$ cat src/design/id_defs.svh
`ifndef ID_DEFS_SVH
`define ID_DEFS_SVH

// Data path and register file widths.
`define BUS_WIDTH 64

`define INSTR_WIDTH 32

// One bank bit on top of the 5-bit instruction field.
`define REGFILE_LEN 6

`define REG_COUNT 64

`endif

$ cat src/design/id_pkg.sv
package id_pkg;

    // Major opcodes, instr[6:0].
    typedef enum logic [6:0] {
        LOAD     = 7'b0000011,
        LOAD_FP  = 7'b0000111,
        OP_IMM   = 7'b0010011,
        AUIPC    = 7'b0010111,
        STORE    = 7'b0100011,
        STORE_FP = 7'b0100111,
        OP       = 7'b0110011,
        LUI      = 7'b0110111,
        OP_FP    = 7'b1010011,
        BRANCH   = 7'b1100011,
        JALR     = 7'b1100111,
        JAL      = 7'b1101111
    } opcode_e;

    typedef enum logic [1:0] {
        MODE_ADD    = 2'd0,
        MODE_BRANCH = 2'd1,
        MODE_FUNCT  = 2'd2
    } alu_mode_e;

    typedef enum logic [2:0] {
        ADD = 3'd0,
        SUB = 3'd1,
        AND = 3'd2,
        OR  = 3'd3,
        XOR = 3'd4,
        SLL = 3'd5,
        SRL = 3'd6,
        SLT = 3'd7
    } alu_sel_e;

    typedef enum logic [2:0] {
        FADD    = 3'd0,
        FSUB    = 3'd1,
        FMUL    = 3'd2,
        FDIV    = 3'd3,
        FMINMAX = 3'd4,
        FSGNJ   = 3'd5,
        FCMP    = 3'd6,
        FMV     = 3'd7
    } fpu_op_e;

    typedef enum logic [2:0] {
        BR_NONE = 3'd0,
        BR_EQ   = 3'd1,
        BR_NE   = 3'd2,
        BR_LT   = 3'd3,
        BR_GE   = 3'd4,
        BR_LTU  = 3'd5,
        BR_GEU  = 3'd6
    } branch_e;

endpackage

$ cat src/design/main_control.sv
`timescale 1ns/1ps
`include "id_defs.svh"

module main_control import id_pkg::*; (
    input  logic [`INSTR_WIDTH-1:0] instr,
    output logic                    reg_write,
    output logic                    mem_write,
    output logic                    mem_read,
    output logic                    mem_to_reg,
    output logic                    jump_src,
    output logic                    jalr_src,
    output logic                    u_src,
    output logic                    uj_src,
    output logic                    alu_src,
    output logic                    alu_fpu,
    output branch_e                 branch_src
);

    opcode_e    opcode;
    logic [2:0] funct3;

    assign opcode = opcode_e'(instr[6:0]);
    assign funct3 = instr[14:12];

    always_comb begin
        reg_write  = 1'b0;
        mem_write  = 1'b0;
        mem_read   = 1'b0;
        mem_to_reg = 1'b0;
        jump_src   = 1'b0;
        jalr_src   = 1'b0;
        u_src      = 1'b0;
        uj_src     = 1'b0;
        alu_src    = 1'b0;
        alu_fpu    = 1'b0;
        branch_src = BR_NONE;
        case (opcode)
            LOAD, LOAD_FP: begin
                reg_write  = 1'b1;
                mem_read   = 1'b1;
                mem_to_reg = 1'b1;
                alu_src    = 1'b1;
                alu_fpu    = (opcode == LOAD_FP);
            end
            STORE, STORE_FP: begin
                mem_write = 1'b1;
                alu_src   = 1'b1;
                alu_fpu   = (opcode == STORE_FP);
            end
            OP_IMM: begin
                reg_write = 1'b1;
                alu_src   = 1'b1;
            end
            OP: begin
                reg_write = 1'b1;
            end
            LUI, AUIPC: begin
                reg_write = 1'b1;
                u_src     = 1'b1;
                alu_src   = 1'b1;
            end
            OP_FP: begin
                reg_write = 1'b1;
                alu_fpu   = 1'b1;
            end
            BRANCH: begin
                case (funct3)
                    3'b000:  branch_src = BR_EQ;
                    3'b001:  branch_src = BR_NE;
                    3'b100:  branch_src = BR_LT;
                    3'b101:  branch_src = BR_GE;
                    3'b110:  branch_src = BR_LTU;
                    3'b111:  branch_src = BR_GEU;
                    default: branch_src = BR_NONE;
                endcase
            end
            JALR: begin
                reg_write = 1'b1;
                jump_src  = 1'b1;
                jalr_src  = 1'b1;
                alu_src   = 1'b1;
            end
            JAL: begin
                reg_write = 1'b1;
                jump_src  = 1'b1;
                uj_src    = 1'b1;
            end
            default: ;
        endcase
    end

    // A memory access is either a read or a write.
    a_mem_excl: assert property (@(instr) mem_read |-> !mem_write);

endmodule

$ cat config.mk
export PLATFORM = sky130hd
export DESIGN_NAME = main_control
export DESIGN_NICKNAME = d
export VERILOG_FILES = /design/src/design/id_pkg.sv /design/src/design/main_control.sv
export VERILOG_INCLUDE_DIRS = /design/src /design/src/design
export SDC_FILE = /design/constraint.sdc
export NUM_CORES = 1
export LEC_CHECK = 0
export ABC_AREA = 1
export BUFFER_PORTS_ARGS = -buffer_cell sky130_fd_sc_hd__buf_2
export CORE_AREA = 3 3 40 42
export DETAILED_ROUTE_END_ITERATION = 8
export DIE_AREA = 0 0 43 45
export PLACE_DENSITY_LB_ADDON = 0.3
export RECOVER_POWER = 100
export SLEW_MARGIN = 15
export SYNTH_ARGS = -nofsm -noshare
export SYNTH_HDL_FRONTEND = slang
export SYNTH_SLANG_ARGS = --single-unit
$ cat constraint.sdc
create_clock -name vclk -period 1.2
set_clock_uncertainty 0.15 [all_clocks]
set_input_delay 0.24 -clock vclk [all_inputs]
set_output_delay 0.24 -clock vclk [all_outputs]
set_load 0.02 [all_outputs]
======== Yosys cells after proc, flatten, opt, wreduce, memory -nomap -nowiden ========
Index checks and enable logic that the tools add are counted.
storage, ports and cells
  register bits after elaboration ......... 0
  input port bits ......................... 32
  output and inout port bits .............. 13
  logic and storage cells ................. 35
cells by class
  eq/ne operators ......................... 17
  multiplexer cells ....................... 11
  reduce and logical (&&, ||, !) cells .... 7
operators with widths
  kind                                           count
  == test 7 x 6 -> 1 bit, second input constant  4
  == test 7 bit, second input constant           4
  one-hot mux 3 bit (6 select lines)             1
  == test 7 x 5 -> 1 bit, second input constant  2
  == test 3 bit, second input constant           4
  OR reduction 9 bit                             1
  two-way mux 1 bit                              8
  OR reduction 2 bit                             4
  OR reduction 8 bit                             1
  == test 7 x 2 -> 1 bit, second input constant  1
  == test 7 x 3 -> 1 bit, second input constant  1
  == test 3 x 1 -> 1 bit, second input constant  1
  zero test 3 bit                                1
  two-way mux 3 bit                              1
  one-hot mux 1 bit (3 select lines)             1

======== Longest topological paths before layout ========
  depth after elaboration ................. 3
  gate-level depth with buffers ........... 7
  mapped depth without buffers ............ 7

======== Least setup slack after synthesis ========
No wires, ideal clock.
  path type ............................... input port to output port
  from .................................... input instr[1]
  to ...................................... output mem_to_reg
  data arrival time ....................... 1267 ps
  data required time ...................... 810 ps
  path slack .............................. -457 ps
  stages .................................. 5
  path buffers ............................ 1
  path through ............................ nand2_1 inv_2 nand2_1 nor3_1 buf_4
between the ends
  longest elaborated chain between the ends .. 3
  elaborated cells on any way between the ends .. 4
  those cells by class .................... eq/ne: 2; mux: 1; reduce/logical: 1
ends and longest elaborated chain
  element                                                           line               source
  start: declaration                                                main_control.sv:5  input logic [`INSTR_WIDTH-1:0] instr,
  == test 7 x 3 -> 1 bit or == test 7 x 2 -> 1 bit (tied branches)  n/a
  OR reduction 2 bit *                                              n/a
  two-way mux 1 bit *                                               n/a
  end: declaration                                                  main_control.sv:9  output logic mem_to_reg,
Every way passes the cells marked *; elsewhere a longest branch is shown, timed or not.

======== Worst setup path after layout ========
  from .................................... input instr[4]
  to ...................................... output mem_read
between the ends
  longest elaborated chain between the ends .. 3
  elaborated cells on any way between the ends .. 4
  those cells by class .................... eq/ne: 2; mux: 1; reduce/logical: 1
ends and longest elaborated chain
  element                                                           line                source
  == test 7 x 3 -> 1 bit or == test 7 x 2 -> 1 bit (tied branches)  main_control.sv:37  case (opcode)
  OR reduction 2 bit *                                              n/a
  two-way mux 1 bit *                                               main_control.sv:37
  end: declaration                                                  main_control.sv:8   output logic mem_read,
Marks and branches as above.

==> run metrics <==
Worst path most repeated cell buf_4; critical path class in -> out; I/O Buffers 23; Final ANT Viol Nets 0; violated checks negative setup slack; Cell variety after synth 17; worst hold slack around 0.70 ns; Register Area 0 sq um; via/cell ratio ~4.6; status finished, violations left; combinational power share 100.0%; Boundary Pins 45; final critical-path required period ~1.4 ns; drt initial violations 5; grt total ovfl 0; Synth Area per Inst about 5.2 sq um; Post-CTS Hold Buffers 0; Die Footprint between 0.0015 and 0.002 sq mm; Post-Synthesis Net Count 83; GP Congestion 0.756; top-count cell post-synth nand2_1; cell count after synthesis between 50 and 60; layout cells sized above 1 82.4%; count of clock buffers in the final design 0; FILL cells around 130; GR Util All Layers 10.4%; Residual DRC 0; Worst Path Required 0.81 ns; CP max FO 5; fin crit share 115%; startpoint types primary input; Vias around 460; switch share 51.1%; vias in the first global route 426; Yosys Warn Count 0; CP top delay family buffers and inverters; antenna violations before repair 0; total of max-cap violations 0; Slew @ Worst Pin 0.238 ns; Layout area overhead 190%; P_int 94.3 uW; Nets around 120; max-slew violations 0; n_diodes 0; top cells by count, synth nand2_1, inv_1, nor2_1, nand3_1; Area after DPL about 570 sq um; leakage 0.372 nW; largest net degree at the start of global routing 6; Max Clock Freq just over 700 MHz; Tot Pwr 193 uW; Synth Cell Area 265 sq um; Initial Utilization 20.6%; sequential share of power 0%; Critical Path, Cell by Cell buf_8, inv_1, nand2_2, buf_4, nor3_4, buf_4; CP peak stage delay ~0.16 ns; sequential cell count 0; final worst slack -0.179 ns; final setup vio count 12; Die Y 45 microns; DP Wirelength around 730 microns; post-synth top area share 15.6%; worst vdd ir ~0.00012 V; Synth area leader nand2_1; Hold Crit Class in -> out; Clock Power Share 0%; Critical path buffers and inverters 4; crit path capture type output pin; register area share after synthesis 0%; first drt pass iteration count 2; Placement Rows 13; Synth area leaders nand2_1, inv_1, nor2_1, nand3_1, nand2_2; DIE WIDTH 43 microns; Core Region 0.00128 sq mm; Hold Vio Cnt, Final 0; PD cells 250 mW/mm^2; final core utilization 59.9%; Worst Path Arrival about 0.99 ns; global-route wire length before repair 1680 microns; WL per Instance 10.6 microns; Setup WS pre-CTS -0.300 ns; Critical Path Slowest Stage Cell nor3_4; unrepaired setup endpoints after global routing true; Finished Cell Area 769 sq um; slew margin rel. 84.1%; total wire length 1060 microns; reported net switching power 98.4 uW; area of the multi-input gates 368 sq um
stage by stage:
| step | TNS [ns] | cells |
|---|---|---|
| final | -1.51 | 100 |
| after global routing | -2.23 | 100 |
| after CTS | -1.57 | 99 |
| after detailed placement | -2.67 | 98 |
| after global placement | -2.67 | 98 |
| after floorplan | -0.257 | 51 |
layer usage:
metal | vias to the layer above | global-route usage, % | part of all wire, %
met5 | - | 0 | 0
met4 | 0 | 0 | 0
met3 | 0 | 0 | 4.6
met2 | 12 | 19.8 | 59
met1 | 215 | 14.1 | 36
li1 | 228 | - | -
worst paths after layout:
check / from / endpoint / cells after the start
min: instr[4] / jump_src / 5
max: instr[4] / mem_read / 6
power by group through the flow:
stage	Combinational, mW	Sequential (mW)	Clock (mW)
4_1_cts	0.171	0	0
5_1_grt	0.207	0	0
6_report	0.193	0	0
3_5_place_dp	0.141	0	0
3_3_place_gp	0.140	0	0
2_1_floorplan	0.0708	0	0
cell usage in the layout (no fill, tap or decap), drive strengths merged:
master   n
nor3     3
nand2   14
o22ai    1
nor3b    1
a21oi    3
nor2    11
or2      1
inv      9
o21ai    1
nand3    6
buf     35
cell families after synthesis:
| group | synth area share [%] |
|---|---|
| simple gates | 74.5 |
| buf+inv | 15.6 |
| compound gates | 9.90 |
area by class of cell:
class / count / share of cell area [%]
Inverter: 9 / 7.15
Multi-Input combinational cell: 41 / 47.8
Tap cell: 15 / 2.44
Timing Repair Buffer: 35 / 42.6
repair_timing:
action,4_1_cts,5_1_grt
pin swaps,8,8
buffers inserted,2,1
setup endpoints to repair,13,13
resized for setup,34,21
(Power assumes the default switching activity.)
