==> src/design/id_defs.svh <==
`ifndef ID_DEFS_SVH
`define ID_DEFS_SVH

// Data path and register file widths.
`define BUS_WIDTH 64

`define INSTR_WIDTH 32

// One bank bit on top of the 5-bit instruction field.
`define REGFILE_LEN 6

`define REG_COUNT 64

`endif

==> src/design/id_pkg.sv <==
package id_pkg;

    // Major opcodes, instr[6:0].
    typedef enum logic [6:0] {
        LOAD     = 7'b0000011,
        LOAD_FP  = 7'b0000111,
        OP_IMM   = 7'b0010011,
        AUIPC    = 7'b0010111,
        STORE    = 7'b0100011,
        STORE_FP = 7'b0100111,
        OP       = 7'b0110011,
        LUI      = 7'b0110111,
        OP_FP    = 7'b1010011,
        BRANCH   = 7'b1100011,
        JALR     = 7'b1100111,
        JAL      = 7'b1101111
    } opcode_e;

    typedef enum logic [1:0] {
        MODE_ADD    = 2'd0,
        MODE_BRANCH = 2'd1,
        MODE_FUNCT  = 2'd2
    } alu_mode_e;

    typedef enum logic [2:0] {
        ADD = 3'd0,
        SUB = 3'd1,
        AND = 3'd2,
        OR  = 3'd3,
        XOR = 3'd4,
        SLL = 3'd5,
        SRL = 3'd6,
        SLT = 3'd7
    } alu_sel_e;

    typedef enum logic [2:0] {
        FADD    = 3'd0,
        FSUB    = 3'd1,
        FMUL    = 3'd2,
        FDIV    = 3'd3,
        FMINMAX = 3'd4,
        FSGNJ   = 3'd5,
        FCMP    = 3'd6,
        FMV     = 3'd7
    } fpu_op_e;

    typedef enum logic [2:0] {
        BR_NONE = 3'd0,
        BR_EQ   = 3'd1,
        BR_NE   = 3'd2,
        BR_LT   = 3'd3,
        BR_GE   = 3'd4,
        BR_LTU  = 3'd5,
        BR_GEU  = 3'd6
    } branch_e;

endpackage

==> src/design/imm_gen.sv <==
`timescale 1ns/1ps
`include "id_defs.svh"

module imm_gen import id_pkg::*; (
    input  logic [`INSTR_WIDTH-1:0] instr,
    output logic [`BUS_WIDTH-1:0]   imm
);

    opcode_e opcode;
    logic    sign;

    assign opcode = opcode_e'(instr[6:0]);
    assign sign   = instr[31];

    always_comb begin
        case (opcode)
            LOAD, LOAD_FP, OP_IMM, JALR: begin
                imm = {{(`BUS_WIDTH-12){sign}}, instr[31:20]};
            end
            STORE, STORE_FP: begin
                imm = {{(`BUS_WIDTH-12){sign}}, instr[31:25], instr[11:7]};
            end
            BRANCH: begin
                imm = {{(`BUS_WIDTH-13){sign}}, instr[31], instr[7],
                       instr[30:25], instr[11:8], 1'b0};
            end
            // Upper immediate sits in bits 31:12.
            LUI, AUIPC: begin
                imm = {{(`BUS_WIDTH-32){sign}}, instr[31:12], 12'b0};
            end
            JAL: begin
                imm = {{(`BUS_WIDTH-21){sign}}, instr[31], instr[19:12],
                       instr[20], instr[30:21], 1'b0};
            end
            default: imm = '0;
        endcase
    end

endmodule

==> config.mk <==
export PLATFORM = sky130hd
export DESIGN_NAME = imm_gen
export DESIGN_NICKNAME = d
export VERILOG_FILES = /design/src/design/id_pkg.sv /design/src/design/imm_gen.sv
export VERILOG_INCLUDE_DIRS = /design/src /design/src/design
export SDC_FILE = /design/constraint.sdc
export NUM_CORES = 1
export LEC_CHECK = 0
export ABC_CLOCK_PERIOD_IN_PS = 1800
export BUFFER_PORTS_ARGS = -buffer_cell sky130_fd_sc_hd__buf_2
export CAP_MARGIN = 20
export CORE_MARGIN = 2
export CORE_UTILIZATION = 37
export DETAILED_ROUTE_END_ITERATION = 6
export GPL_ROUTABILITY_DRIVEN = 0
export PLACE_DENSITY_LB_ADDON = 0.05
export SLEW_MARGIN = 20
export SYNTH_ARGS = -nofsm -noshare
export SYNTH_HDL_FRONTEND = slang
export SYNTH_SLANG_ARGS = --single-unit
==> constraint.sdc <==
create_clock -name vclk -period 1.8
set_input_delay 0 -clock vclk [all_inputs]
set_output_delay 0 -clock vclk [all_outputs]
set_load 0.1 [all_outputs]
Word level (Yosys, flattened, before mapping)

Index checks and enable logic that the tools add are counted.

Input port bits: 32
Word-level logic and storage cells: 14
Output and inout port bits: 64
Bits in registers: 0

Equal/unequal tests: 10
Multiplexer cells: 1
Reduce and logical (&&, ||, !) cells: 3

Operators by type and width:

| operator                                                         | number |
|---|---|
| 64-bit case mux with 5 select lines                              | 1 |
| 7-bit by 6-bit == test with 1-bit output (second input constant) | 3 |
| 7-bit == test (second input constant)                            | 3 |
| 7-bit by 5-bit == test with 1-bit output (second input constant) | 2 |
| 7-bit by 2-bit == test with 1-bit output (second input constant) | 1 |
| 7-bit by 3-bit == test with 1-bit output (second input constant) | 1 |
| 2-bit OR reduction                                               | 2 |
| 4-bit OR reduction                                               | 1 |

Longest topological paths before layout

Gate-level depths: netlist of the first run.

Depth in word-level cells: 3
Gate-level depth with buffers: 5

Least setup slack after synthesis of the first run

OpenSTA, ideal clock, no wires.

Path kind: input-to-output
Start point: input port instr[3]
End point: output port imm[32]
Arrival: 3,203 ps
Slack: -1,403 ps
Stages: 5
Required time: 1,800 ps
Path through: buf_6 -> a21bo_4 -> a22oi_1 -> nor2_1 -> buf_4

Longest elaborated chain between the ends: 3
Elaborated cells between the ends (all ways): 14
Classes of those cells: eq/ne: 10; mux: 1; reduce/logical: 3

Ends and longest elaborated chain:

| what                                                             | RTL line      | text |
|---|---|---|
| start: declaration                                               | imm_gen.sv:5  | `` input logic [`INSTR_WIDTH-1:0] instr, `` |
| 7-bit by 2-bit == test with 1-bit output (tied with other cells) | imm_gen.sv:16 | `case (opcode)` |
| 4-bit OR reduction / 2-bit OR reduction (equally long branches)  | imm_gen.sv:16 |  |
| 64-bit case mux with 5 select lines (*)                          | imm_gen.sv:16 |  |
| end: declaration                                                 | imm_gen.sv:6  | `` output logic [`BUS_WIDTH-1:0] imm `` |

Mark *: on every way between the ends. The rest lies on a longest branch, timed or not.

Worst setup path in the final report of the first run

Start point: input port instr[5]
End point: output port imm[6]

The elaborated chain is that of the path after synthesis.

==> out/qor.csv, run 1 <==
metric,value,unit
drt wl/cell,24.2,µm
power per standard cell area,283,nW/µm²
detailed-route DRC error count,0,
vias per cell,5.96,
first drt pass iteration count,4,
Synth Area in Simple Gates,0.270,
status,completed,
vias in the first global route,1211,
register area,0,µm²
fmax,581,MHz
final hold vios,0,
net count after synthesis,152,
CP max FO,17,
largest net degree at the start of global routing,34,
Antenna Violating Nets Remaining,0,
minimum clock period,1.72,ns
"top cells by area, synth","buf_4 28%, o2bb2ai_1 9.7%, a21o_1 6.7%",
"Slowest-stage cell, CP",nor3b_1,
mapped cell area,900,µm²
number of buffers and inverters on the critical path,3,
core area,2250,µm²
Critical Path RT,1.80,ns
Synthesis Warnings,0,
xor/xnor share of the synthesized area,0,
cell leakage power,0.904,nW
Tightest Hold Check Type,input port to output pin,
initial detailed-routing violation count,51,
Slew Limit Headroom,0.671,
Rows,17,
Initial Utilization,0.399,
CTS Hold Bufs,0,
DP HPWL,4290,µm
critical path arrival,1.72,ns
Die X,53.3,µm
number of port buffers,96,
Die ar.,2840,µm²
layout cells sized above 1,0.680,
Placed Area,2080,µm²
number of buffers added for setup after CTS,0,
period utilization,0.957,
P&R area growth vs syn,131,%
top-area cell type share of the netlist area,0.275,
max-slew violation count,0,
Post-CTS Resized,0,
antenna violations before repair,0,
kind of critical path,input port to output pin,
WL final,5050,µm
post-synthesis compound-gate area fraction,0.364,
seq_cells,0,
post-synthesis mux area share,0,
Worst Setup End Kind,output pin,
global-route wire length before repair,7270,µm
Die Span Y,53.3,µm
sequential element share of the synthesized area,0,
Final setup viols,0,
max-cap violations,0,
CP startpoint kind,input port,
Synth Area per Inst,7.50,µm²
Overall Global Routing Usage,0.357,
unrepaired setup endpoints after global routing,false,
cells after synthesis,120,
crit-path cells,"buf_2, nor2b_1, a211oi_4, buf_4, nor3b_1, buf_12",
DR vias,1246,
Worst-Margin Slew,0.493,ns
final core occ,0.922,
"most common cell after layout, fill and taps aside",buf_12,
Crit path largest cell delay,0.47,ns
maximum VDD drop,0.222,mV
Ant. Diodes,0,
Yosys cell types,37,
hold slack,0.415,ns
most frequent cells in the layout,"57 x buf_12, 40 x buf_2, 10 x o2bb2ai_2",
largest family of logic cells by synthesized area,buffers and inverters,
Crit path max-delay family,simple AND/OR/NAND/NOR gates,
Synth area leader,buf_4,
clkbuf count,0,
design area,2080,µm²
post-synthesis adder-cell area fraction,0,
Ports,96,
Nets,215,
grt ovf,0,
-- per-stage QoR --
stage	power, mW	std cells	setup TNS, ns	worst slack, ns
global placement	0.559	209	0	0.294
CTS	0.585	209	0	0.0788
floorplan	0.386	120	-7.88	-0.973
global route	0.601	209	0	0.00632
detailed placement	0.585	209	0	0.0772
finish	0.588	209	0	0.0781
-- final cells by class --
cell class                      count  area, µm²
Multi-Input combinational cell     74        646
Fill cell                          64        176
Inverter                            5       18.8
Tap cell                           28       35.0
Timing Repair Buffer              102       1380
-- worst min-delay path, delay by kind of cell --
kind                   cells  cell delay, ns
buffers and inverters      2            0.28
AO/OA/AOI/OAI              1            0.13
-- cells by family after synthesis --
group | after synthesis
buffers and inverters | 46
AND/OR/NAND/NOR | 37
AO/OA/AOI/OAI | 37
-- path summary, 6_finish.rpt --
| check | slack [ns] | startpoint | endpoint | depth (start not counted) |
|---|---|---|---|---|
| worst max-delay path | 0.08 | instr[5] | imm[6] | 6 |
| worst min-delay path | 0.41 | instr[26] | imm[26] | 3 |
-- where the power goes --
part           switching, mW  total (mW)  leakage, nW  internal (mW)
Combinational          0.405       0.588        0.904          0.183
Sequential                 0           0            0              0
Clock                      0           0            0              0
Total                  0.405       0.588        0.904          0.183
-- synthesized netlist by cell type (2+ instances only) --
cell type	instances
o211ai_1	4
buf_4	33
nor2_1	2
nand2_1	4
nand4_1	4
o2bb2ai_1	10
inv_1	5
nand3_1	7
buf_6	4
clkbuf_1	2
nor3_1	2
nor3b_1	7
a21boi_0	2
nor2b_1	2
o21ai_0	2
buf_2	2
a21o_1	8
-- metal layers --
layer / global-route usage / up-vias / share of wire
met5: 0 / - / 0
met4: 0.0726 / 0 / 0.020
met3: 0.110 / 10 / 0.12
met2: 0.671 / 112 / 0.52
met1: 0.385 / 592 / 0.34
li1: - / 532 / -
No activity file was read; power rests on OpenSTA's default activity.
==> run 2: changes to the inputs <==
--- a/config.mk
+++ b/config.mk
@@ -6,14 +6,15 @@
 export SDC_FILE = /design/constraint.sdc
 export NUM_CORES = 1
 export LEC_CHECK = 0
-export ABC_CLOCK_PERIOD_IN_PS = 1800
+export ABC_CLOCK_PERIOD_IN_PS = 2000
 export BUFFER_PORTS_ARGS = -buffer_cell sky130_fd_sc_hd__buf_2
 export CAP_MARGIN = 20
 export CORE_MARGIN = 2
-export CORE_UTILIZATION = 37
+export CORE_UTILIZATION = 40
 export DETAILED_ROUTE_END_ITERATION = 6
 export GPL_ROUTABILITY_DRIVEN = 0
 export PLACE_DENSITY_LB_ADDON = 0.05
+export REMOVE_ABC_BUFFERS = 1
 export SLEW_MARGIN = 20
 export SYNTH_ARGS = -nofsm -noshare
 export SYNTH_HDL_FRONTEND = slang
==> constraint.sdc (replaced) <==
create_clock -name vclk -period 2
set_input_delay 0 -clock vclk [all_inputs]
set_output_delay 0 -clock vclk [all_outputs]
set_load 0.1 [all_outputs]
==> out/qor.csv, run 2 (synthesis results as in run 1) <==
metric,value,unit,change
status,completed,,
power per standard cell area,274,nW/µm²,-3.1%
Tightest Hold Check Type,input port to output pin,,
Slew Limit Headroom,0.557,,-0.114
number of buffers added for setup after CTS,0,,unchanged
initial detailed-routing violation count,21,,-59%
P&R area growth vs syn,80.9,%,
"Slowest-stage cell, CP",nor2b_1,,
Post-CTS Resized,0,,unchanged
Rows,17,,unchanged
kind of critical path,input port to output pin,,
M1 GR Usage,0.278,,-0.107
crit-path cells,"buf_2, nor2b_1, a22oi_1, nor2_1, buf_12, buf_12",,
Seq pwr share,0,,unchanged
number of buffers and inverters on the critical path,3,,unchanged
largest net degree at the start of global routing,34,,unchanged
CP startpoint kind,input port,,
vias in the first global route,1054,,-13%
global routing usage on met3,0.117,,+0.00679
critical path arrival,1.75,ns,+0.03 ns
Die X,51.4,µm,-3.5%
Setup TNS Final,0,ns,unchanged
global-route wire length before repair,4750,µm,-35%
Crit path largest cell delay,0.52,ns,+0.05 ns
Crit path max-delay family,buffers and inverters,,
minimum clock period,1.75,ns,
Final setup viols,0,,unchanged
layer carrying the most global-route usage,met2,,
design area,1630,µm²,-22%
period utilization,0.875,,
core area,2170,µm²,-3.8%
Worst-Margin Slew,0.663,ns,+0.170 ns
DR vias,1080,,-13%
max-cap violations,0,,unchanged
number of port buffers,96,,unchanged
WL final,2980,µm,-41%
sw frac,0.729,,+0.0406
drt wl/cell,14.6,µm,-40%
Worst Setup End Kind,output pin,,
antenna violations before repair,0,,unchanged
CTS Hold Bufs,0,,unchanged
layout cells sized above 1,0.605,,-0.0750
Antenna Violating Nets Remaining,0,,unchanged
max-slew violation count,0,,unchanged
Die ar.,2640,µm²,-6.9%
seq_cells,0,,unchanged
Most common cell on crit path,buf_12,,
unrepaired setup endpoints after global routing,false,,
met2 Use GR,0.374,,-0.297
Nets,211,,-1.9%
fill count,150,,+130%
Critical Path RT,2.00,ns,+0.20 ns
overall power,0.446,mW,-24%
Ant. Diodes,0,,unchanged
Ports,96,,unchanged
Initial Utilization,0.415,,+0.0156
"most common cell after layout, fill and taps aside",buf_2,,
clkbuf count,0,,unchanged
first drt pass iteration count,4,,unchanged
grt ovf,0,,unchanged
maximum VDD drop,0.201,mV,-9.7%
detailed-route DRC error count,0,,unchanged
fmax,572,MHz,
DP HPWL,2440,µm,-43%
P_int,0.121,mW,-34%
Placed Area,1630,µm²,-22%
Overall Global Routing Usage,0.226,,-0.131
sw power,0.325,mW,-20%
vias per cell,5.27,,-12%
cell leakage power,0.801,nW,-11%
clock power share,0,,unchanged
worst setup margin,0.251,ns,+0.172 ns
most frequent cells in the layout,"63 x buf_2, 34 x buf_12, 10 x o2bb2ai_1",,
Die Span Y,51.4,µm,-3.5%
final hold vios,0,,unchanged
final core occ,0.750,,-0.171
CP max FO,33,,+16
combinational share of power,1.000,,about the same
worst slack at placement,0.280,ns,+0.203 ns
register area,0,µm²,unchanged
run 2: cell count changes in the layout (fill, tap and decap cells not counted), sizes merged:
cell,before,now
buf,102,98
run 2: area by class of cell:
type | count | area [µm²] | share of cell area
inverter | 5 | 18.8 | 0.0115
multi-input combinational | 74 | 571 | 0.350
tap | 28 | 35.0 | 0.0215
timing repair buffer | 98 | 1000 | 0.616
run 2: worst min-delay path, cell delays in order:
cell	delay, ns
buf_2	0.10
o2bb2ai_1	0.11
buf_2	0.29
run 2: power by group through the flow:
stage          combinational, mW  sequential [mW]  clock (mW)
2_1_floorplan              0.295                0           0
3_3_place_gp               0.440                0           0
3_5_place_dp               0.446                0           0
4_1_cts                    0.447                0           0
5_1_grt                    0.464                0           0
6_report                   0.446                0           0
run 2: metrics by stage:
step                hold slack, ns  std cells
CTS                          0.496        205
finish                       0.494        205
floorplan                    0.350         79
global route                 0.515        205
detailed placement           0.496        205
global placement             0.492        205
run 2: worst paths after layout:
check | from | endpoint | slack (ns) | cells after the start
max | instr[5] | imm[52] | 0.25 | 6
min | instr[25] | imm[25] | 0.49 | 3
run 2: metal layers:
metal | routed length (µm) | vias to the layer above
li1 | - | 524
met1 | 1100 | 497
met5 | 0 | -
met2 | 1450 | 59
met3 | 441 | 0
met4 | 0 | 0
