[src/design/id_defs.svh]
`ifndef ID_DEFS_SVH
`define ID_DEFS_SVH

// Data path and register file widths.
`define BUS_WIDTH 64

`define INSTR_WIDTH 32

// One bank bit on top of the 5-bit instruction field.
`define REGFILE_LEN 6

`define REG_COUNT 64

`endif

[src/design/id_pkg.sv]
package id_pkg;

    // Major opcodes, instr[6:0].
    typedef enum logic [6:0] {
        LOAD     = 7'b0000011,
        LOAD_FP  = 7'b0000111,
        OP_IMM   = 7'b0010011,
        AUIPC    = 7'b0010111,
        STORE    = 7'b0100011,
        STORE_FP = 7'b0100111,
        OP       = 7'b0110011,
        LUI      = 7'b0110111,
        OP_FP    = 7'b1010011,
        BRANCH   = 7'b1100011,
        JALR     = 7'b1100111,
        JAL      = 7'b1101111
    } opcode_e;

    typedef enum logic [1:0] {
        MODE_ADD    = 2'd0,
        MODE_BRANCH = 2'd1,
        MODE_FUNCT  = 2'd2
    } alu_mode_e;

    typedef enum logic [2:0] {
        ADD = 3'd0,
        SUB = 3'd1,
        AND = 3'd2,
        OR  = 3'd3,
        XOR = 3'd4,
        SLL = 3'd5,
        SRL = 3'd6,
        SLT = 3'd7
    } alu_sel_e;

    typedef enum logic [2:0] {
        FADD    = 3'd0,
        FSUB    = 3'd1,
        FMUL    = 3'd2,
        FDIV    = 3'd3,
        FMINMAX = 3'd4,
        FSGNJ   = 3'd5,
        FCMP    = 3'd6,
        FMV     = 3'd7
    } fpu_op_e;

    typedef enum logic [2:0] {
        BR_NONE = 3'd0,
        BR_EQ   = 3'd1,
        BR_NE   = 3'd2,
        BR_LT   = 3'd3,
        BR_GE   = 3'd4,
        BR_LTU  = 3'd5,
        BR_GEU  = 3'd6
    } branch_e;

endpackage

[src/design/fpu_control.sv]
`timescale 1ns/1ps
`include "id_defs.svh"

module fpu_control import id_pkg::*; (
    input  logic [`INSTR_WIDTH-1:0] instr,
    output logic                    fpu_rs1,
    output logic                    fpu_rd,
    output fpu_op_e                 fpu_op
);

    opcode_e    opcode;
    logic [4:0] funct5;

    assign opcode = opcode_e'(instr[6:0]);
    assign funct5 = instr[31:27];

    always_comb begin
        fpu_rs1 = 1'b0;
        fpu_rd  = 1'b0;
        fpu_op  = FADD;
        case (opcode)
            OP_FP: begin
                fpu_rs1 = 1'b1;
                fpu_rd  = 1'b1;
                case (funct5)
                    5'b00000: fpu_op = FADD;
                    5'b00001: fpu_op = FSUB;
                    5'b00010: fpu_op = FMUL;
                    5'b00011: fpu_op = FDIV;
                    5'b00100: fpu_op = FSGNJ;
                    5'b00101: fpu_op = FMINMAX;
                    // Compare and move to integer write an integer rd.
                    5'b10100: begin
                        fpu_op = FCMP;
                        fpu_rd = 1'b0;
                    end
                    5'b11100: begin
                        fpu_op = FMV;
                        fpu_rd = 1'b0;
                    end
                    // Move from integer reads an integer rs1.
                    5'b11110: begin
                        fpu_op  = FMV;
                        fpu_rs1 = 1'b0;
                    end
                    default: fpu_op = FADD;
                endcase
            end
            LOAD_FP: fpu_rd = 1'b1;
            default: ;
        endcase
    end

    a_fpu_idle: assert property (@(instr) (opcode != OP_FP) |-> (fpu_op == FADD));

endmodule

[config.mk]
export PLATFORM = sky130hd
export DESIGN_NAME = fpu_control
export DESIGN_NICKNAME = d
export VERILOG_FILES = /design/src/design/id_pkg.sv /design/src/design/fpu_control.sv
export VERILOG_INCLUDE_DIRS = /design/src /design/src/design
export SDC_FILE = /design/constraint.sdc
export NUM_CORES = 1
export LEC_CHECK = 0
export BUFFER_PORTS_ARGS = -buffer_cell sky130_fd_sc_hd__buf_4
export CAP_MARGIN = 25
export CORE_AREA = 2 2 39 41
export DETAILED_ROUTE_END_ITERATION = 7
export DIE_AREA = 0 0 41 43
export PLACE_DENSITY = 0.57
export SETUP_SLACK_MARGIN = 0.3
export SLEW_MARGIN = 5
export SYNTH_ARGS = -nofsm -noshare
export SYNTH_HDL_FRONTEND = slang
export SYNTH_SLANG_ARGS = --single-unit
[constraint.sdc]
create_clock -name vclk -period 1.48
set_clock_uncertainty 0.2 [all_clocks]
set_input_delay 0.296 -clock vclk [all_inputs]
set_output_delay 0.296 -clock vclk [all_outputs]
set_load 0.02 [all_outputs]
---- Word level (Yosys, flattened, before mapping) ----
Index checks and enable logic that the tools add are counted.
cells by class
  equal/unequal tests ..................... 10
  multiplexer cells ....................... 6
  reduce and logical (&&, ||, !) cells .... 2
operators by type and width
  kind                                                                   number
  3-bit one-hot mux with 7 select lines                                  1
  5-bit equality test, second input constant                             3
  5-bit by 2-bit equality test with 1-bit output, second input constant  2
  5-bit by 3-bit equality test with 1-bit output, second input constant  2
  7-bit by 3-bit equality test with 1-bit output, second input constant  1
  7-bit equality test, second input constant                             1
  5-bit by 1-bit equality test with 1-bit output, second input constant  1
  2-bit OR reduction                                                     2
  1-bit 2-to-1 mux                                                       3
  3-bit 2-to-1 mux                                                       1
  1-bit one-hot mux with 2 select lines                                  1
storage, ports and cells
  register bits ........................... 0
  bits of input ports ..................... 32
  logic and storage cells ................. 18

---- Logic depth before layout (Yosys ltp) ----
Gate-level depths: netlist (run 1).
  word-level depth ........................ 4
  depth in mapped cells ................... 3
  gate-level depth less buffers ........... 3

---- Worst setup path before layout (run 1) ----
Ideal clock, no wire load.
  path type ............................... in2out
  from .................................... input port instr[2]
  to ...................................... output port fpu_op[2]
  data arrival time ....................... 1283 ps
  setup slack ............................. -299 ps
  stages on the path ...................... 3
  path buffers ............................ 0
  cell sequence ........................... and3b_2 nand4_4 a2111oi_2
between the ends
  cells in the longest elaborated chain, start to end .. 2
RTL lines
  element              line               RTL
  start, declared      fpu_control.sv:5   input logic [`INSTR_WIDTH-1:0] instr,
  7-bit equality test  fpu_control.sv:21  case (opcode)
  3-bit 2-to-1 mux     fpu_control.sv:21
  end, declared        fpu_control.sv:8   output fpu_op_e fpu_op
No other way between the ends.

---- Final worst setup path (run 1) ----
  from .................................... input port instr[2]
  to ...................................... output port fpu_op[0]
Same word-level chain as after synthesis.

==> results.md, run 1 <==
- Status: finished with violations
- Failing checks: negative setup slack
- Starting Density: 0.116
- Core Rows: 14
- Total wire length: 544 um
- Dpl hpwl: 445 um
- GRT Residual Overflow: 0
- Sequential cells: 0
- P_leak: 0.165 nW
- Final Non-Filler Cells: 61
- Adder-cell share of the synthesized area: 0
- Post-layout nets: 79
- Post-route ant nets: 0
- Worst vdd ir: 0.0600 mV
- Synth Cell Area: 160 um2
- Post-route minimum period: 1660 ps
- Die area: 0.00176 mm2
- Synth area leaders: nand4_4, a2111oi_2, nor2_1
- CP max stage delay: 250 ps
- Fraction of layout cells with a size suffix above 1: 0.711
- Core area: 0.00138 mm2
- Dpl cells: 59
- Slew margin rel.: 0.789
- Cells along the critical path: buf_6, and3b_2, nand4_4, buf_4, a21oi_2, buf_6
- Seq. cell area: 0 um2
- Post-synthesis simple-gate area fraction: 0.609
- Mux share of post-synthesis cell area: 0.0625
- Avg WL per Cell: 8.92 um
- Vias in the first global route: 232
- Total power: 68.7 uW
- First-pass detailed-route iteration total: 2
- Die Y-Extent: 43 um
- Compound-Gate Fraction of Synth Area: 0.305
- Post-synthesis xor/xnor area fraction: 0
- Die Span X: 41 um
- Fmax: 0.602 GHz
- Arr. time, crit path: 1160 ps
- WS Path Type: primary input to primary output
- Vias: 257
- Area delta synth->final: 145%
- Top cell by count, worst path: buf_6
- Cells on Worst Hold Path: 3
- Combinational family with the most area after synthesis: simple AND/OR/NAND/NOR gates
- Period utilization: 1.12
- Worst Setup Start Kind: primary input
- Distinct cells, synth: 16
- RSZ-0062 raised after global routing: true
- Syn nets: 56
- Final hold violation count: 0
- Number of diodes: 0
- Final-report max-slew violation count: 0
- CP max-delay cell: and3b_2
- GRT Total Usage: 0.0639
- # IOs: 37
- Vias/cell: 4.21
- Crit end category: primary output
- Initial antenna violation count: 0
- DRC Markers: 0
- Worst Path Max Fanout: 4
- Register area share after synthesis: 0
- WP data required: 980 ps
- Final setup margin: -180 ps
- Fin Setup TNS: -717 ps
- First-iteration detailed-routing DRC count: 1
- Post-synth top area share: 0.133
- Wire length of the first global-routing pass: 869 um
- Post-Syn Area per Cell: 6.67 um2
- Largest net degree at the start of global routing: 7
- RePlAce Congestion: 0.758
- Power Density: 175 mW/mm2
- Number of port buffers: 17
- Top-count cell post-synth: nor2_1
- Clock buf count: 0
- Synthesized instance count: 24
- Finish-stage setup viols: 5
- Measured slew at the worst slew-check pin: 314 ps
- Hold Crit Class: primary input to primary output
- YS warnings: 0
- Max_cap viols: 0
- Synth cell count leaders: nor2_1, nand2_1, a21oi_1, nor2b_1, o21ai_0
- Synth area leader: nand4_4
where the power goes:
group	switching, mW	leakage, nW	internal (mW)
sequential	0	0	0
clock	0	0	0
combinational	0.0313	0.165	0.0374
metrics by stage:
stage	util	hold slack, ps	setup WS (ps)	cell area (um2)
final	0.283	724	-180	392
after global routing	0.283	740	-240	392
after CTS	0.257	724	-192	355
after detailed placement	0.252	721	-213	349
after global placement	0.252	723	-219	349
after floorplan	-	463	-16.9	186
repair_timing:
item                                    in CTS  in global routing
pin swaps                                    1                  1
hold buffers                                 0                  0
resized for setup                            2                  6
buffers inserted                             0                  2
endpoints found under the setup margin       5                  5
hold endpoints to repair                     0                  0
worst max-delay path: cells and delay by family:
family                 cells  cell delay (ps)
AO/OA/AOI/OAI              1              110
buffers and inverters      3              390
AND/OR/NAND/NOR            2              370
placed cells by master (no fill, tap or decap), types with 2 or more instances in the layout:
master | Yosys | routed
buf_4 | 0 | 18
nand2_1 | 3 | 3
nor2_1 | 4 | 3
buf_6 | 0 | 3
and3b_2 | 1 | 2
o21ai_0 | 2 | 2
nor2_2 | 1 | 2
a21oi_2 | 0 | 2
logic make-up after synthesis:
logic type             Yosys count
AO/OA/AOI/OAI                    7
buffers and inverters            1
AND/OR/NAND/NOR                 15
multiplexers                     1
layer usage:
layer / up-vias / track usage / part of all wire
li1: 136 / - / -
met3: 0 / 0 / 0.075
met2: 10 / 0.103 / 0.45
met1: 111 / 0.0981 / 0.47
met5: - / 0 / 0
met4: 0 / 0 / 0
final cells by class:
cell class,count,area [um2]
inverters,1,3.75
multi-input cells,23,199
fillers,161,992
well taps,16,20.0
repair buffers,21,169
final timing paths:
check | to | startpoint
min | fpu_rs1 | instr[28]
max | fpu_op[0] | instr[2]
Power figures use the tool's default switching activity.
==> run 2, diff against run 1 <==
--- a/config.mk
+++ b/config.mk
@@ -8,10 +8,13 @@
 export LEC_CHECK = 0
 export BUFFER_PORTS_ARGS = -buffer_cell sky130_fd_sc_hd__buf_4
 export CAP_MARGIN = 25
-export CORE_AREA = 2 2 39 41
+export CELL_PAD_IN_SITES_DETAIL_PLACEMENT = 2
+export CELL_PAD_IN_SITES_GLOBAL_PLACEMENT = 2
+export CORE_MARGIN = 2
+export CORE_UTILIZATION = 10
 export DETAILED_ROUTE_END_ITERATION = 7
-export DIE_AREA = 0 0 41 43
-export PLACE_DENSITY = 0.57
+export GPL_TIMING_DRIVEN = 0
+export PLACE_DENSITY = 0.95
 export SETUP_SLACK_MARGIN = 0.3
 export SLEW_MARGIN = 5
 export SYNTH_ARGS = -nofsm -noshare
==> run 2 against run 1 <==
  * The run still ends with negative setup slack left
  * Total power rose by 9.3%
  * Final cell count is 3.3% lower
  * Critical path type unchanged
  * Final area grew 2.6%
==> results.md, run 2 (same netlist as run 1, synthesis figures left out) <==
- Worst Path Max Fanout: 4 (unchanged)
- # IOs: 37 (unchanged)
- Total power: 75.0 uW (+9.3%)
- WP data required: 980 ps (about the same)
- Post-route minimum period: 1650 ps (-5.29 ps)
- Period utilization: 1.12 (-0.00358)
- Vias: 250 (-2.7%)
- GRT Total Usage: 0.0723 (+0.00833)
- Startpoint of the worst hold path: instr[28]
- First-pass detailed-route iteration total: 2 (unchanged)
- RSZ-0062 raised after global routing: true
- Max_cap viols: 0 (unchanged)
- Total wire length: 673 um (+24%)
- Slew margin rel.: 0.786 (-0.00211)
- Area delta synth->final: 151%
- Avg WL per Cell: 11.4 um (+28%)
- Final-report max-slew violation count: 0 (unchanged)
- Die Y-Extent: 44.0 um (+2.4%)
- Largest net degree at the start of global routing: 7 (unchanged)
- Internal power: 40.3 uW (+7.6%)
- Vias/cell: 4.24 (+0.57%)
- Initial antenna violation count: 0 (unchanged)
- DRC Markers: 0 (unchanged)
- Arr. time, crit path: 1160 ps (about the same)
- Status: finished with violations
- Seq. cell area: 0 um2 (unchanged)
- Worst Setup Start Kind: primary input
- Hold Crit Class: primary input to primary output
- Placed Area: 334 um2 (-4.3%)
- Cells on Worst Hold Path: 3 (unchanged)
- Power Density: 187 mW/mm2 (+6.5%)
- Final setup margin: -175 ps (+5.30 ps)
- Die Span X: 44.0 um (+7.4%)
- Post-route ant nets: 0 (unchanged)
- Most common cell after layout, fill and taps aside: buf_4
- Hold-fix buffers, CTS: 0 (unchanged)
- Measured slew at the worst slew-check pin: 317 ps (+3.13 ps)
- Fraction of layout cells with a size suffix above 1: 0.721 (+0.00982)
- WS Path Type: primary input to primary output
- P_leak: 0.161 nW (-2.5%)
- Fmax: 0.604 GHz (+0.32%)
- Number of diodes: 0 (unchanged)
- Worst vdd ir: 0.0483 mV (-20%)
- Wire length of the first global-routing pass: 1.11 mm (+28%)
- Commonest cells after routing, fill and taps aside: buf_4, buf_6, nand2_1, nor2_1
- Final Non-Filler Cells: 59 (-3.3%)
- Core Rows: 14 (unchanged)
- Final instance area: 402 um2 (+2.6%)
- Crit end category: primary output
- Post-layout nets: 77 (-2.5%)
- GRT Residual Overflow: 0 (unchanged)
- Core area: 0.00151 mm2 (+8.9%)
- First-iteration detailed-routing DRC count: 1 (unchanged)
- Number of fillers in the final layout: 180 (+12%)
- Starting Density: 0.106 (-0.00942)
- RePlAce Congestion: 0.631 (-17%)
- Dpl cells: 57 (-3.4%)
- Sequential cells: 0 (unchanged)
- Failing checks: negative setup slack
- Switch share: 0.463 (+0.00809)
- Comb power frac: 1.000 (about the same)
- NetSw: 34.8 uW (+11%)
- Clock buf count: 0 (unchanged)
- Sequential power share: 0 (unchanged)
- WHS Endpoint: fpu_rs1
- Finish-stage setup viols: 5 (unchanged)
- Vias in the first global route: 265 (+14%)
- Clk pwr share: 0 (unchanged)
- Die area: 0.00194 mm2 (+9.9%)
- Number of port buffers: 17 (unchanged)
- Final hold violation count: 0 (unchanged)
run 2: critical path, cell delays in order:
cell and delay (ps):
buf_6 90, and3b_2 260, nand4_4 120, a2111oi_4 200
buf_4 190
run 2: repair_timing:
item | in CTS | in global routing
endpoints found under the setup margin | 5 | 5
pin swaps | 2 | 1
setup buffers | 1 | 1
gates resized for setup | 5 | 9
run 2: worst max path at each step:
stage,from,end,slack (ps),cells past startpoint
final,instr[2],fpu_op[2],-170,5
after global routing,instr[2],fpu_op[2],-230,5
after CTS,instr[2],fpu_op[2],-190,5
after detailed placement,instr[2],fpu_op[2],-230,5
after global placement,instr[2],fpu_op[2],-220,5
after floorplan,instr[2],fpu_op[2],-20,3
run 2: cell type report:
class / instances / area (um2) / area share
Inverter: 1 / 3.75 / 0.00935
Multi-Input combinational cell: 23 / 216 / 0.539
Tap cell: 16 / 20.0 / 0.0498
Timing Repair Buffer: 19 / 161 / 0.402
run 2: metrics by stage:
step | setup slack [ps] | hold WS (ps) | util | setup TNS [ps]
finish | -175 | 706 | 0.267 | -615
global placement | -222 | 726 | 0.222 | -646
detailed placement | -226 | 726 | 0.222 | -701
floorplan | -16.9 | 463 | - | -16.9
global route | -227 | 729 | 0.267 | -836
CTS | -194 | 730 | 0.235 | -565
run 2: power by group through the flow:
stage                     registers, mW  logic [mW]  clock network (mW)
after floorplan                       0      0.0209                   0
after global placement                0      0.0595                   0
after detailed placement              0      0.0622                   0
after CTS                             0      0.0674                   0
after global routing                  0      0.0828                   0
final                                 0      0.0750                   0
run 2: per-layer routing:
metal / part of all wire / GRT usage
met1: 0.40 / 0.0840
met2: 0.55 / 0.147
met3: 0.052 / 0.00816
met4: 0 / 0
met5: 0 / 0
