## config.mk

```make
export PLATFORM = sky130hd
export DESIGN_NAME = alu_control
export DESIGN_NICKNAME = d
export VERILOG_FILES = /design/src/design/id_pkg.sv /design/src/design/alu_control.sv
export VERILOG_INCLUDE_DIRS = /design/src /design/src/design
export SDC_FILE = /design/constraint.sdc
export NUM_CORES = 1
export LEC_CHECK = 0
export BUFFER_PORTS_ARGS = -buffer_cell sky130_fd_sc_hd__buf_2
export CAP_MARGIN = 5
export CORE_AREA = 2 2 39 41
export DETAILED_ROUTE_END_ITERATION = 12
export DIE_AREA = 0 0 41 43
export MAX_ROUTING_LAYER = met4
export PLACE_DENSITY = 0.52
export SYNTH_ARGS = -nofsm -noshare
export SYNTH_HDL_FRONTEND = slang
export SYNTH_SLANG_ARGS = --single-unit
```

## constraint.sdc

```tcl
create_clock -name vclk -period 1.1
set_clock_uncertainty 0.05 [all_clocks]
set_input_delay 0.055 -clock vclk [all_inputs]
set_output_delay 0.055 -clock vclk [all_outputs]
set_load 0.01 [all_outputs]
```

## src/design/id_defs.svh

```systemverilog
`ifndef ID_DEFS_SVH
`define ID_DEFS_SVH

// Data path and register file widths.
`define BUS_WIDTH 64

`define INSTR_WIDTH 32

// One bank bit on top of the 5-bit instruction field.
`define REGFILE_LEN 6

`define REG_COUNT 64

`endif

```

## src/design/id_pkg.sv

```systemverilog
package id_pkg;

    // Major opcodes, instr[6:0].
    typedef enum logic [6:0] {
        LOAD     = 7'b0000011,
        LOAD_FP  = 7'b0000111,
        OP_IMM   = 7'b0010011,
        AUIPC    = 7'b0010111,
        STORE    = 7'b0100011,
        STORE_FP = 7'b0100111,
        OP       = 7'b0110011,
        LUI      = 7'b0110111,
        OP_FP    = 7'b1010011,
        BRANCH   = 7'b1100011,
        JALR     = 7'b1100111,
        JAL      = 7'b1101111
    } opcode_e;

    typedef enum logic [1:0] {
        MODE_ADD    = 2'd0,
        MODE_BRANCH = 2'd1,
        MODE_FUNCT  = 2'd2
    } alu_mode_e;

    typedef enum logic [2:0] {
        ADD = 3'd0,
        SUB = 3'd1,
        AND = 3'd2,
        OR  = 3'd3,
        XOR = 3'd4,
        SLL = 3'd5,
        SRL = 3'd6,
        SLT = 3'd7
    } alu_sel_e;

    typedef enum logic [2:0] {
        FADD    = 3'd0,
        FSUB    = 3'd1,
        FMUL    = 3'd2,
        FDIV    = 3'd3,
        FMINMAX = 3'd4,
        FSGNJ   = 3'd5,
        FCMP    = 3'd6,
        FMV     = 3'd7
    } fpu_op_e;

    typedef enum logic [2:0] {
        BR_NONE = 3'd0,
        BR_EQ   = 3'd1,
        BR_NE   = 3'd2,
        BR_LT   = 3'd3,
        BR_GE   = 3'd4,
        BR_LTU  = 3'd5,
        BR_GEU  = 3'd6
    } branch_e;

endpackage

```

## src/design/alu_control.sv

```systemverilog
`timescale 1ns/1ps
`include "id_defs.svh"

module alu_control import id_pkg::*; (
    input  logic [`INSTR_WIDTH-1:0] instr,
    output alu_mode_e               control,
    output alu_sel_e                select
);

    opcode_e    opcode;
    logic [2:0] funct3;
    logic       alt;

    assign opcode = opcode_e'(instr[6:0]);
    assign funct3 = instr[14:12];
    // Bit 30 only selects SUB for register-register ops.
    assign alt    = (opcode == OP) && instr[30];

    always_comb begin
        // Loads, stores, upper immediates and jumps compute an address.
        control = MODE_ADD;
        select  = ADD;
        case (opcode)
            BRANCH: begin
                control = MODE_BRANCH;
                select  = SUB;
            end
            OP, OP_IMM: begin
                control = MODE_FUNCT;
                case (funct3)
                    3'b000: select = alt ? SUB : ADD;
                    3'b001: select = SLL;
                    3'b010: select = SLT;
                    3'b011: select = SLT;
                    3'b100: select = XOR;
                    // Shift type comes from instr[30] in execute.
                    3'b101: select = SRL;
                    3'b110: select = OR;
                    default: select = AND;
                endcase
            end
            default: ;
        endcase
    end

endmodule

```

Yosys cells after proc, flatten, opt, wreduce, memory -nomap -nowiden
Index checks and enable logic that the tools add are counted.
{"block": "totals", "register_bits": 0, "elab_cells": 17, "input_bits": 32}
{"block": "op_classes", "muxes": 4, "n_reduce_logical": 4, "n_eq_ne": 9}
{"operator": "one-hot mux 3 bit (6 select lines)", "count": 1}
{"operator": "equality test 3 bit, second input constant", "count": 3}
{"operator": "equality test 7 x 5 -> 1 bit, second input constant", "count": 1}
{"operator": "equality test 7 x 6 -> 1 bit, second input constant", "count": 1}
{"operator": "equality test 7 bit, second input constant", "count": 1}
{"operator": "equality test 3 x 2 -> 1 bit, second input constant", "count": 2}
{"operator": "one-hot mux 3 bit (2 select lines)", "count": 1}
{"operator": "one-hot mux 2 bit (2 select lines)", "count": 1}
{"operator": "OR reduction 2 bit", "count": 2}
{"operator": "equality test 3 x 1 -> 1 bit, second input constant", "count": 1}
{"operator": "logical NOT 3 bit", "count": 1}
{"operator": "logical AND 1 bit", "count": 1}
{"operator": "two-way mux 1 bit", "count": 1}

Longest topological paths before layout
Gate-level depths: netlist of the first run.
{"block": "depth", "ltp_word": 5, "depth_mapped": 3, "depth_no_buf": 3}

Worst setup path after synthesis of the first run
No wires, ideal clock.
{"block": "synth_timing", "kind": "input port to output port", "start": "input port instr[2]", "end": "output port select[2]", "slack_ps": 85, "path_stages": 3, "n_path_buf": 0, "arrival_time_ps": 910, "cell_sequence": "nand4bb_1 or3b_4 a211oi_2"}
{"block": "synth_via", "elab_chain_len": 3, "elab_cells_between_ends": 5, "cone_classes": "eq/ne: 3; mux: 1; reduce/logical: 1"}
{"item": "start, declared", "line_no": "alu_control.sv:5", "rtl": "input logic [`INSTR_WIDTH-1:0] instr,"}
{"item": "equality test 7 x 6 -> 1 bit / equality test 7 x 5 -> 1 bit (equally long branches)", "line_no": "alu_control.sv:23", "rtl": "case (opcode)"}
{"item": "OR reduction 2 bit", "line_no": "alu_control.sv:23"}
{"item": "one-hot mux 3 bit (2 select lines) (*)", "line_no": "alu_control.sv:23"}
{"item": "end, declared", "line_no": "alu_control.sv:7", "rtl": "output alu_sel_e select"}
Every way passes the cells marked *; elsewhere a longest branch is shown, timed or not.

Worst setup path in the final report of the first run
{"block": "layout_timing", "start": "input port instr[3]", "end": "output port select[2]"}
The elaborated chain is that of the path after synthesis.

==> impl_metrics.ini, run 1 <==
[detailed_routing]
dr.max_layer_used = met3
ant_nets = 0
drt_pass1_iterations = 1
via_count = 158
routedWlPerCell_um = 6.85
drcViolationCount = 0
viasPerCell = 3.43
wl_um = 315
wl_met3_um = 29
dr.first_iter.drc_count = 0
met2_length_um = 165
wl_met1_um = 120

[global_route]
grt_max_degree = 5
grt_pass1_wl_um = 441
grt_use_total = 0.0338
grt_pass1_vias = 129
grt.overflow.total = 0
antenna_found_initial = 0

[synthesis]
netlist_instances = 13
synth_seq_area_share = 0
synth_top_family_by_area = simple AND/OR/NAND/NOR gates
synth_compound_area_frac = 0.449
ys_warn_count = 0
synth_nets = 45
synth-xor-area-share = 0
synth_area_per_cell_um2 = 6.64
synth-adder-area-share = 0
yosysTopAreaCell = a211oi_2
synth-simple-area-share = 0.464
synthMuxAreaShare = 0
netlist.area_leader.share = 0.145
synth_area_um2 = 86.3
synth_cell_types = 10
synth_area_leaders = a211oi_2 14%, nand4bb_1 13%, or3b_4 13%, a21oi_1 12%, nor3_1 12%

[finish]
fillers = 162
final_cell_mix = 15 x buf_2, 2 x nor3_1, 2 x inv_1, 2 x a21oi_1
nNetsFinal = 64
synthToLayoutAreaGrowth_pct = 132
clkbuf_count = 0
final_common_cell = buf_2
multiInputGateArea_um2 = 78.8
layoutNonFillerInstCount = 46
seq_cell_count = 0
antennaDiodeCount = 0
drive_gt1_frac = 0.633
final_cell_area_um2 = 200
ff_latch_area_um2 = 0

[floorplan]
fp.dieH_um = 43
dieArea_um2 = 1760
initial_core_util = 0.0624
die_w_um = 41
io_pins = 37
rows = 14
core_um2 = 1380

[sta]
hold_viol_final = 0
min_period_ns = 1.15
setup_ws_ns = -0.0542
period_share = 1.05
slew_viol_final = 0
finalSetupViolCount = 2
slew_headroom = 0.849
rsz0062_at_grt = yes
fmax_ghz = 0.866
tightest_slew_ns = 0.225

[setup_path]
arrival_ns = 1.05
worstSetupPathType = primary input to primary output
crit_fanout = 4
critPathLaunchType = primary input
worstPathRequired_ns = 1.00
cp-end-kind = primary output

[power]
irDropWorstVdd_mv = 0.0258
leakagePower_nw = 0.115
p_total_mw = 0.0433
p_per_area_nw_per_um2 = 216

[placed_design]
gp_congestion = 0.480
dpl_cell_area_um2 = 186
placed_cells = 45
portBuffers = 16
hpwl_um = 282

[run]
drv_cap = 0

[outcome]
violations = setup timing
outcome = finished with violations

[worst_hold_path]
holdCritPathClass = primary input to primary output

[cts]
holdBufCountCts = 0
==> stage by stage <==
| step | hold slack (ns) | TNS, ns | utilization | setup WS (ns) |
|---|---|---|---|---|
| 6_report | 0.319 | -0.0702 | 0.145 | -0.0542 |
| 5_1_grt | 0.337 | -0.247 | 0.145 | -0.121 |
| 4_1_cts | 0.325 | -0.145 | 0.145 | -0.0873 |
| 3_5_place_dp | 0.325 | -0.172 | 0.135 | -0.117 |
| 3_3_place_gp | 0.329 | -0.165 | 0.135 | -0.108 |
| 2_1_floorplan | 0.120 | 0 | - | 0.0852 |
==> per-layer routing <==
layer | track usage | vias up
met5 | - | -
met4 | 0 | 0
met3 | 0 | 0
met2 | 0.0688 | 7
met1 | 0.0348 | 67
li1 | - | 84
==> worst max-delay path: stages <==
cell	delay, ns
buf_6	0.09
nand4bb_1	0.19
or3b_4	0.41
a211oi_2	0.15
buf_2	0.16
==> report_power, final <==
group / leakage (nW) / switching (mW) / internal (mW)
clock network: 0 / 0 / 0
logic: 0.115 / 0.0171 / 0.0262
registers: 0 / 0 / 0
==> synthesized netlist by cell type, drive strengths merged <==
master   n
nor2     1
o21bai   1
or3b     1
inv      2
a2bb2oi  1
a21oi    2
nor3     2
a211oi   1
nand2    1
nand4bb  1
==> logic make-up after synthesis <==
logic type             after synthesis
AOI/OAI and AO/OA                    5
buffers and inverters                2
and+or+nand+nor                      6
==> layout make-up <==
| type | instances | share of cell area |
|---|---|---|
| well taps | 16 | 0.100 |
| multi-input cells | 11 | 0.394 |
| repair buffers | 17 | 0.469 |
| inverters | 2 | 0.0375 |
==> final timing paths <==
path,startpoint,end,depth (start not counted)
min,instr[4],control[0],3
max,instr[3],select[2],5
==> timing repair <==
item                       4_1_cts  5_1_grt
gates resized for setup          1        0
setup buffers                    1        0
pin swaps                        5        1
setup endpoints to repair        3        4
No activity file was read; power rests on OpenSTA's default activity.
==> inputs of run 2 (changes only) <==
--- a/config.mk
+++ b/config.mk
@@ -12,7 +12,8 @@
 export DETAILED_ROUTE_END_ITERATION = 12
 export DIE_AREA = 0 0 41 43
 export MAX_ROUTING_LAYER = met4
-export PLACE_DENSITY = 0.52
+export PLACE_DENSITY = 0.47
 export SYNTH_ARGS = -nofsm -noshare
 export SYNTH_HDL_FRONTEND = slang
 export SYNTH_SLANG_ARGS = --single-unit
+export TNS_END_PERCENT = 100
==> impl_metrics.ini, run 2 (synthesized netlist as in run 1, its figures left out) <==
[floorplan]
rows = 14
fp.dieH_um = 43
die_w_um = 41
dieArea_um2 = 1760
io_pins = 37
core_um2 = 1380
initial_core_util = 0.0624

[detailed_routing]
viasPerCell = 3.39
ant_nets = 0
routedWlPerCell_um = 7.76
dr.first_iter.drc_count = 0
wl_um = 357
drt_pass1_iterations = 1
drcViolationCount = 0
via_count = 156

[setup_path]
worstSetupPathType = primary input to primary output
slowest_delay_ns = 0.41
crit_fanout = 4
worstPathRequired_ns = 1.00
cp-end-kind = primary output
critPathLaunchType = primary input
crit_chain = buf_6 -> nand4bb_4 -> or3b_4 -> a211oi_2 -> buf_2
arrival_ns = 1.07
crit_slowest_cell = or3b_4

[global_route]
grt_pass1_vias = 112
antenna_found_initial = 0
grt_max_degree = 5
grt_use_total = 0.0307
grt.overflow.total = 0
grt_pass1_wl_um = 407

[finish]
final_cell_area_um2 = 216
antennaDiodeCount = 0
seq_cell_count = 0
final_cell_mix = 15 x buf_2, 2 x nor3_1, 2 x inv_1, 2 x a21oi_1
ff_latch_area_um2 = 0
nNetsFinal = 64
final_common_cell = buf_2
drive_gt1_frac = 0.667
fin_util = 0.156
clkbuf_count = 0
synthToLayoutAreaGrowth_pct = 151

[cts]
holdBufCountCts = 0

[sta]
hold_viol_final = 0
setup_ws_ns = -0.0704
finalHoldWorstSlack_ns = 0.328
slew_viol_final = 0
slew_headroom = 0.862
period_share = 1.06
min_period_ns = 1.17
tightest_slew_ns = 0.205
rsz0062_at_grt = yes
finalSetupViolCount = 2
fmax_ghz = 0.854

[outcome]
outcome = finished with violations
violations = setup timing

[power]
p_per_area_nw_per_um2 = 229
leakagePower_nw = 0.119
irDropWorstVdd_mv = 0.0300

[worst_hold_path]
holdPathEnd = control[0]
hold_depth = 3
holdCritPathClass = primary input to primary output
holdCritStartpoint = instr[4]

[placed_design]
dpl_worst_slack_ns = -0.161
dpl_cell_area_um2 = 186
portBuffers = 16
gp_congestion = 0.481

[run]
drv_cap = 0
## run 2: cell counts in the layout (fill, tap and decap cells not counted)
Identical to the previous run, type by type.
## run 2: cell type report
cell class | instances | area, um2
fillers | 163 | 1170
inverters | 2 | 7.51
multi-input cells | 11 | 95.1
well taps | 16 | 20.0
repair buffers | 17 | 93.8
## run 2: routing by layer
metal	global-route usage	share of wire
met1	0.0316	0.40
met2	0.0625	0.48
met3	0	0.12
met4	0	0
met5	-	0
## run 2: where the power goes
part	internal, mW	leakage (nW)	total, mW	switching [mW]
logic	0.0296	0.119	0.0495	0.0199
registers	0	0	0	0
clock network	0	0	0	0
## run 2: how the worst max path moves through the flow
stage	start	slack (ns)	to	depth (start not counted)
final	instr[3]	-0.07	select[2]	5
after global routing	instr[3]	-0.14	select[2]	5
after CTS	instr[3]	-0.13	select[2]	5
after detailed placement	instr[2]	-0.16	select[2]	5
after global placement	instr[2]	-0.13	select[2]	5
after floorplan	instr[2]	0.09	select[2]	3
## run 2: worst max-delay path: cells and delay by family
| kind | cells | cell delay, ns |
|---|---|---|
| AO/OA/AOI/OAI | 1 | 0.15 |
| buffers and inverters | 2 | 0.25 |
| AND/OR/NAND/NOR | 2 | 0.62 |
## run 2: through the flow
step	setup TNS, ns	instances	power (mW)
2_1_floorplan	0	13	0.0135
3_3_place_gp	-0.217	45	0.0398
3_5_place_dp	-0.278	45	0.0404
4_1_cts	-0.258	46	0.0442
5_1_grt	-0.294	46	0.0541
6_report	-0.101	46	0.0495
## run 2: repair_timing
action	CTS	global route
resized for setup	1	1
setup endpoints to repair	3	4
setup buffers	1	0
pin swaps	4	2
==> inputs of run 3 (changes only) <==
==> constraint.sdc (replaced) <==
create_clock -name vclk -period 1.1
set_clock_uncertainty 0.05 [all_clocks]
set_input_delay 0.165 -clock vclk [all_inputs]
set_output_delay 0.165 -clock vclk [all_outputs]
set_load 0.01 [all_outputs]
==> impl_metrics.ini, run 3 (synthesized netlist as in run 1, its figures left out) <==
[global_route]
grt_pass1_wl_um = 510
grt_use_met2 = 0.0656
antenna_found_initial = 0
globalRouteMet3Util = 0
grt_pass1_vias = 144
grt.overflow.total = 0
grt_busiest_layer = met2
use_met1 = 0.0570
grt_max_degree = 5
grt_use_total = 0.0399

[worst_hold_path]
holdCritStartpoint = instr[13]
holdCritPathClass = primary input to primary output

[sta]
rsz0062_at_grt = yes
hold_viol_final = 0
slew_headroom = 0.774
fin_tns_setup_ns = -1.21
setup_ws_ns = -0.323
period_share = 1.29
slew_viol_final = 0
min_period_ns = 1.42
fmax_ghz = 0.703
finalSetupViolCount = 5
tightest_slew_ns = 0.336

[placed_design]
portBuffers = 16
gp_congestion = 0.519
dpl_worst_slack_ns = -0.323

[setup_path]
cp-end-kind = primary output
worstSetupPathType = primary input to primary output
worstPathRequired_ns = 0.88
cp-startpoint = instr[2]
crit_fanout = 4
critPathLaunchType = primary input
crit_slowest_cell = or3b_4
slowest_delay_ns = 0.43
arrival_ns = 1.21
crit_chain = buf_6 -> nand4bb_4 -> or3b_4 -> a211oi_4 -> buf_2

[detailed_routing]
routedWlPerCell_um = 9.11
drcViolationCount = 0
drt_pass1_iterations = 1
ant_nets = 0
wl_um = 428
via_count = 167
viasPerCell = 3.55
dr.first_iter.drc_count = 0

[outcome]
violations = setup timing
outcome = finished with violations

[floorplan]
core_um2 = 1380
io_pins = 37
die_w_um = 41
initial_core_util = 0.0624
rows = 14
fp.dieH_um = 43
dieArea_um2 = 1760

[power]
p_sw_mw = 0.0241
p_per_area_nw_per_um2 = 225
clock_power_share = 0
leakagePower_nw = 0.131
power_frac_comb = 1.000
p_int_mw = 0.0324
power_frac_seq = 0
swShare = 0.426
irDropWorstVdd_mv = 0.0490

[finish]
clkbuf_count = 0
synthToLayoutAreaGrowth_pct = 191
seq_cell_count = 0
final_cell_mix = 13 x buf_2, 4 x buf_6, 2 x nor3_1, 2 x a21oi_1
final_common_cell = buf_2
drive_gt1_frac = 0.742
nNetsFinal = 65
antennaDiodeCount = 0
ff_latch_area_um2 = 0

[run]
drv_cap = 0

[cts]
holdBufCountCts = 0
-- run 3: power groups by stage --
stage	Clock (mW)	Combinational (mW)	Sequential [mW]
global route	0	0.0621	0
global placement	0	0.0435	0
detailed placement	0	0.0447	0
finish	0	0.0565	0
CTS	0	0.0480	0
floorplan	0	0.0152	0
-- run 3: layout make-up --
class,instances,area (um2)
fillers,152,1130
inverters,2,7.51
multi-input cells,11,106
well taps,16,20.0
repair buffers,18,118
-- run 3: worst paths after layout --
| kind | endpoint | slack, ns | cells after the start |
|---|---|---|---|
| setup / recovery | select[2] | -0.32 | 5 |
| hold / removal | select[2] | 0.61 | 3 |
-- run 3: metrics by stage --
step,hold slack (ns),total power [mW],area (um2),utilization,cells
6_report,0.607,0.0565,251,0.182,47
4_1_cts,0.607,0.0480,225,0.163,47
5_1_grt,0.628,0.0621,251,0.182,47
2_1_floorplan,0.321,0.0152,97.6,-,13
3_3_place_gp,0.601,0.0435,205,0.148,46
3_5_place_dp,0.607,0.0447,205,0.148,46
-- run 3: per-layer routing --
metal  routed length (um)  share of wire  up-vias
met1                  190           0.44       67
met5                    0              0        -
met2                  162           0.38       16
li1                     -              -       84
met4                    0              0        0
met3                   75           0.18        0
-- run 3: worst max-delay path, delay by kind of cell --
family,cells,cell delay (ns)
buffers and inverters,2,0.25
and+or+nand+nor,2,0.64
AOI/OAI and AO/OA,1,0.15
-- run 3: timing repair --
action / in CTS / in global routing
endpoints found under the setup margin: 5 / 5
setup buffers: 1 / 0
gates resized for setup: 3 / 3
pin swaps: 1 / 0
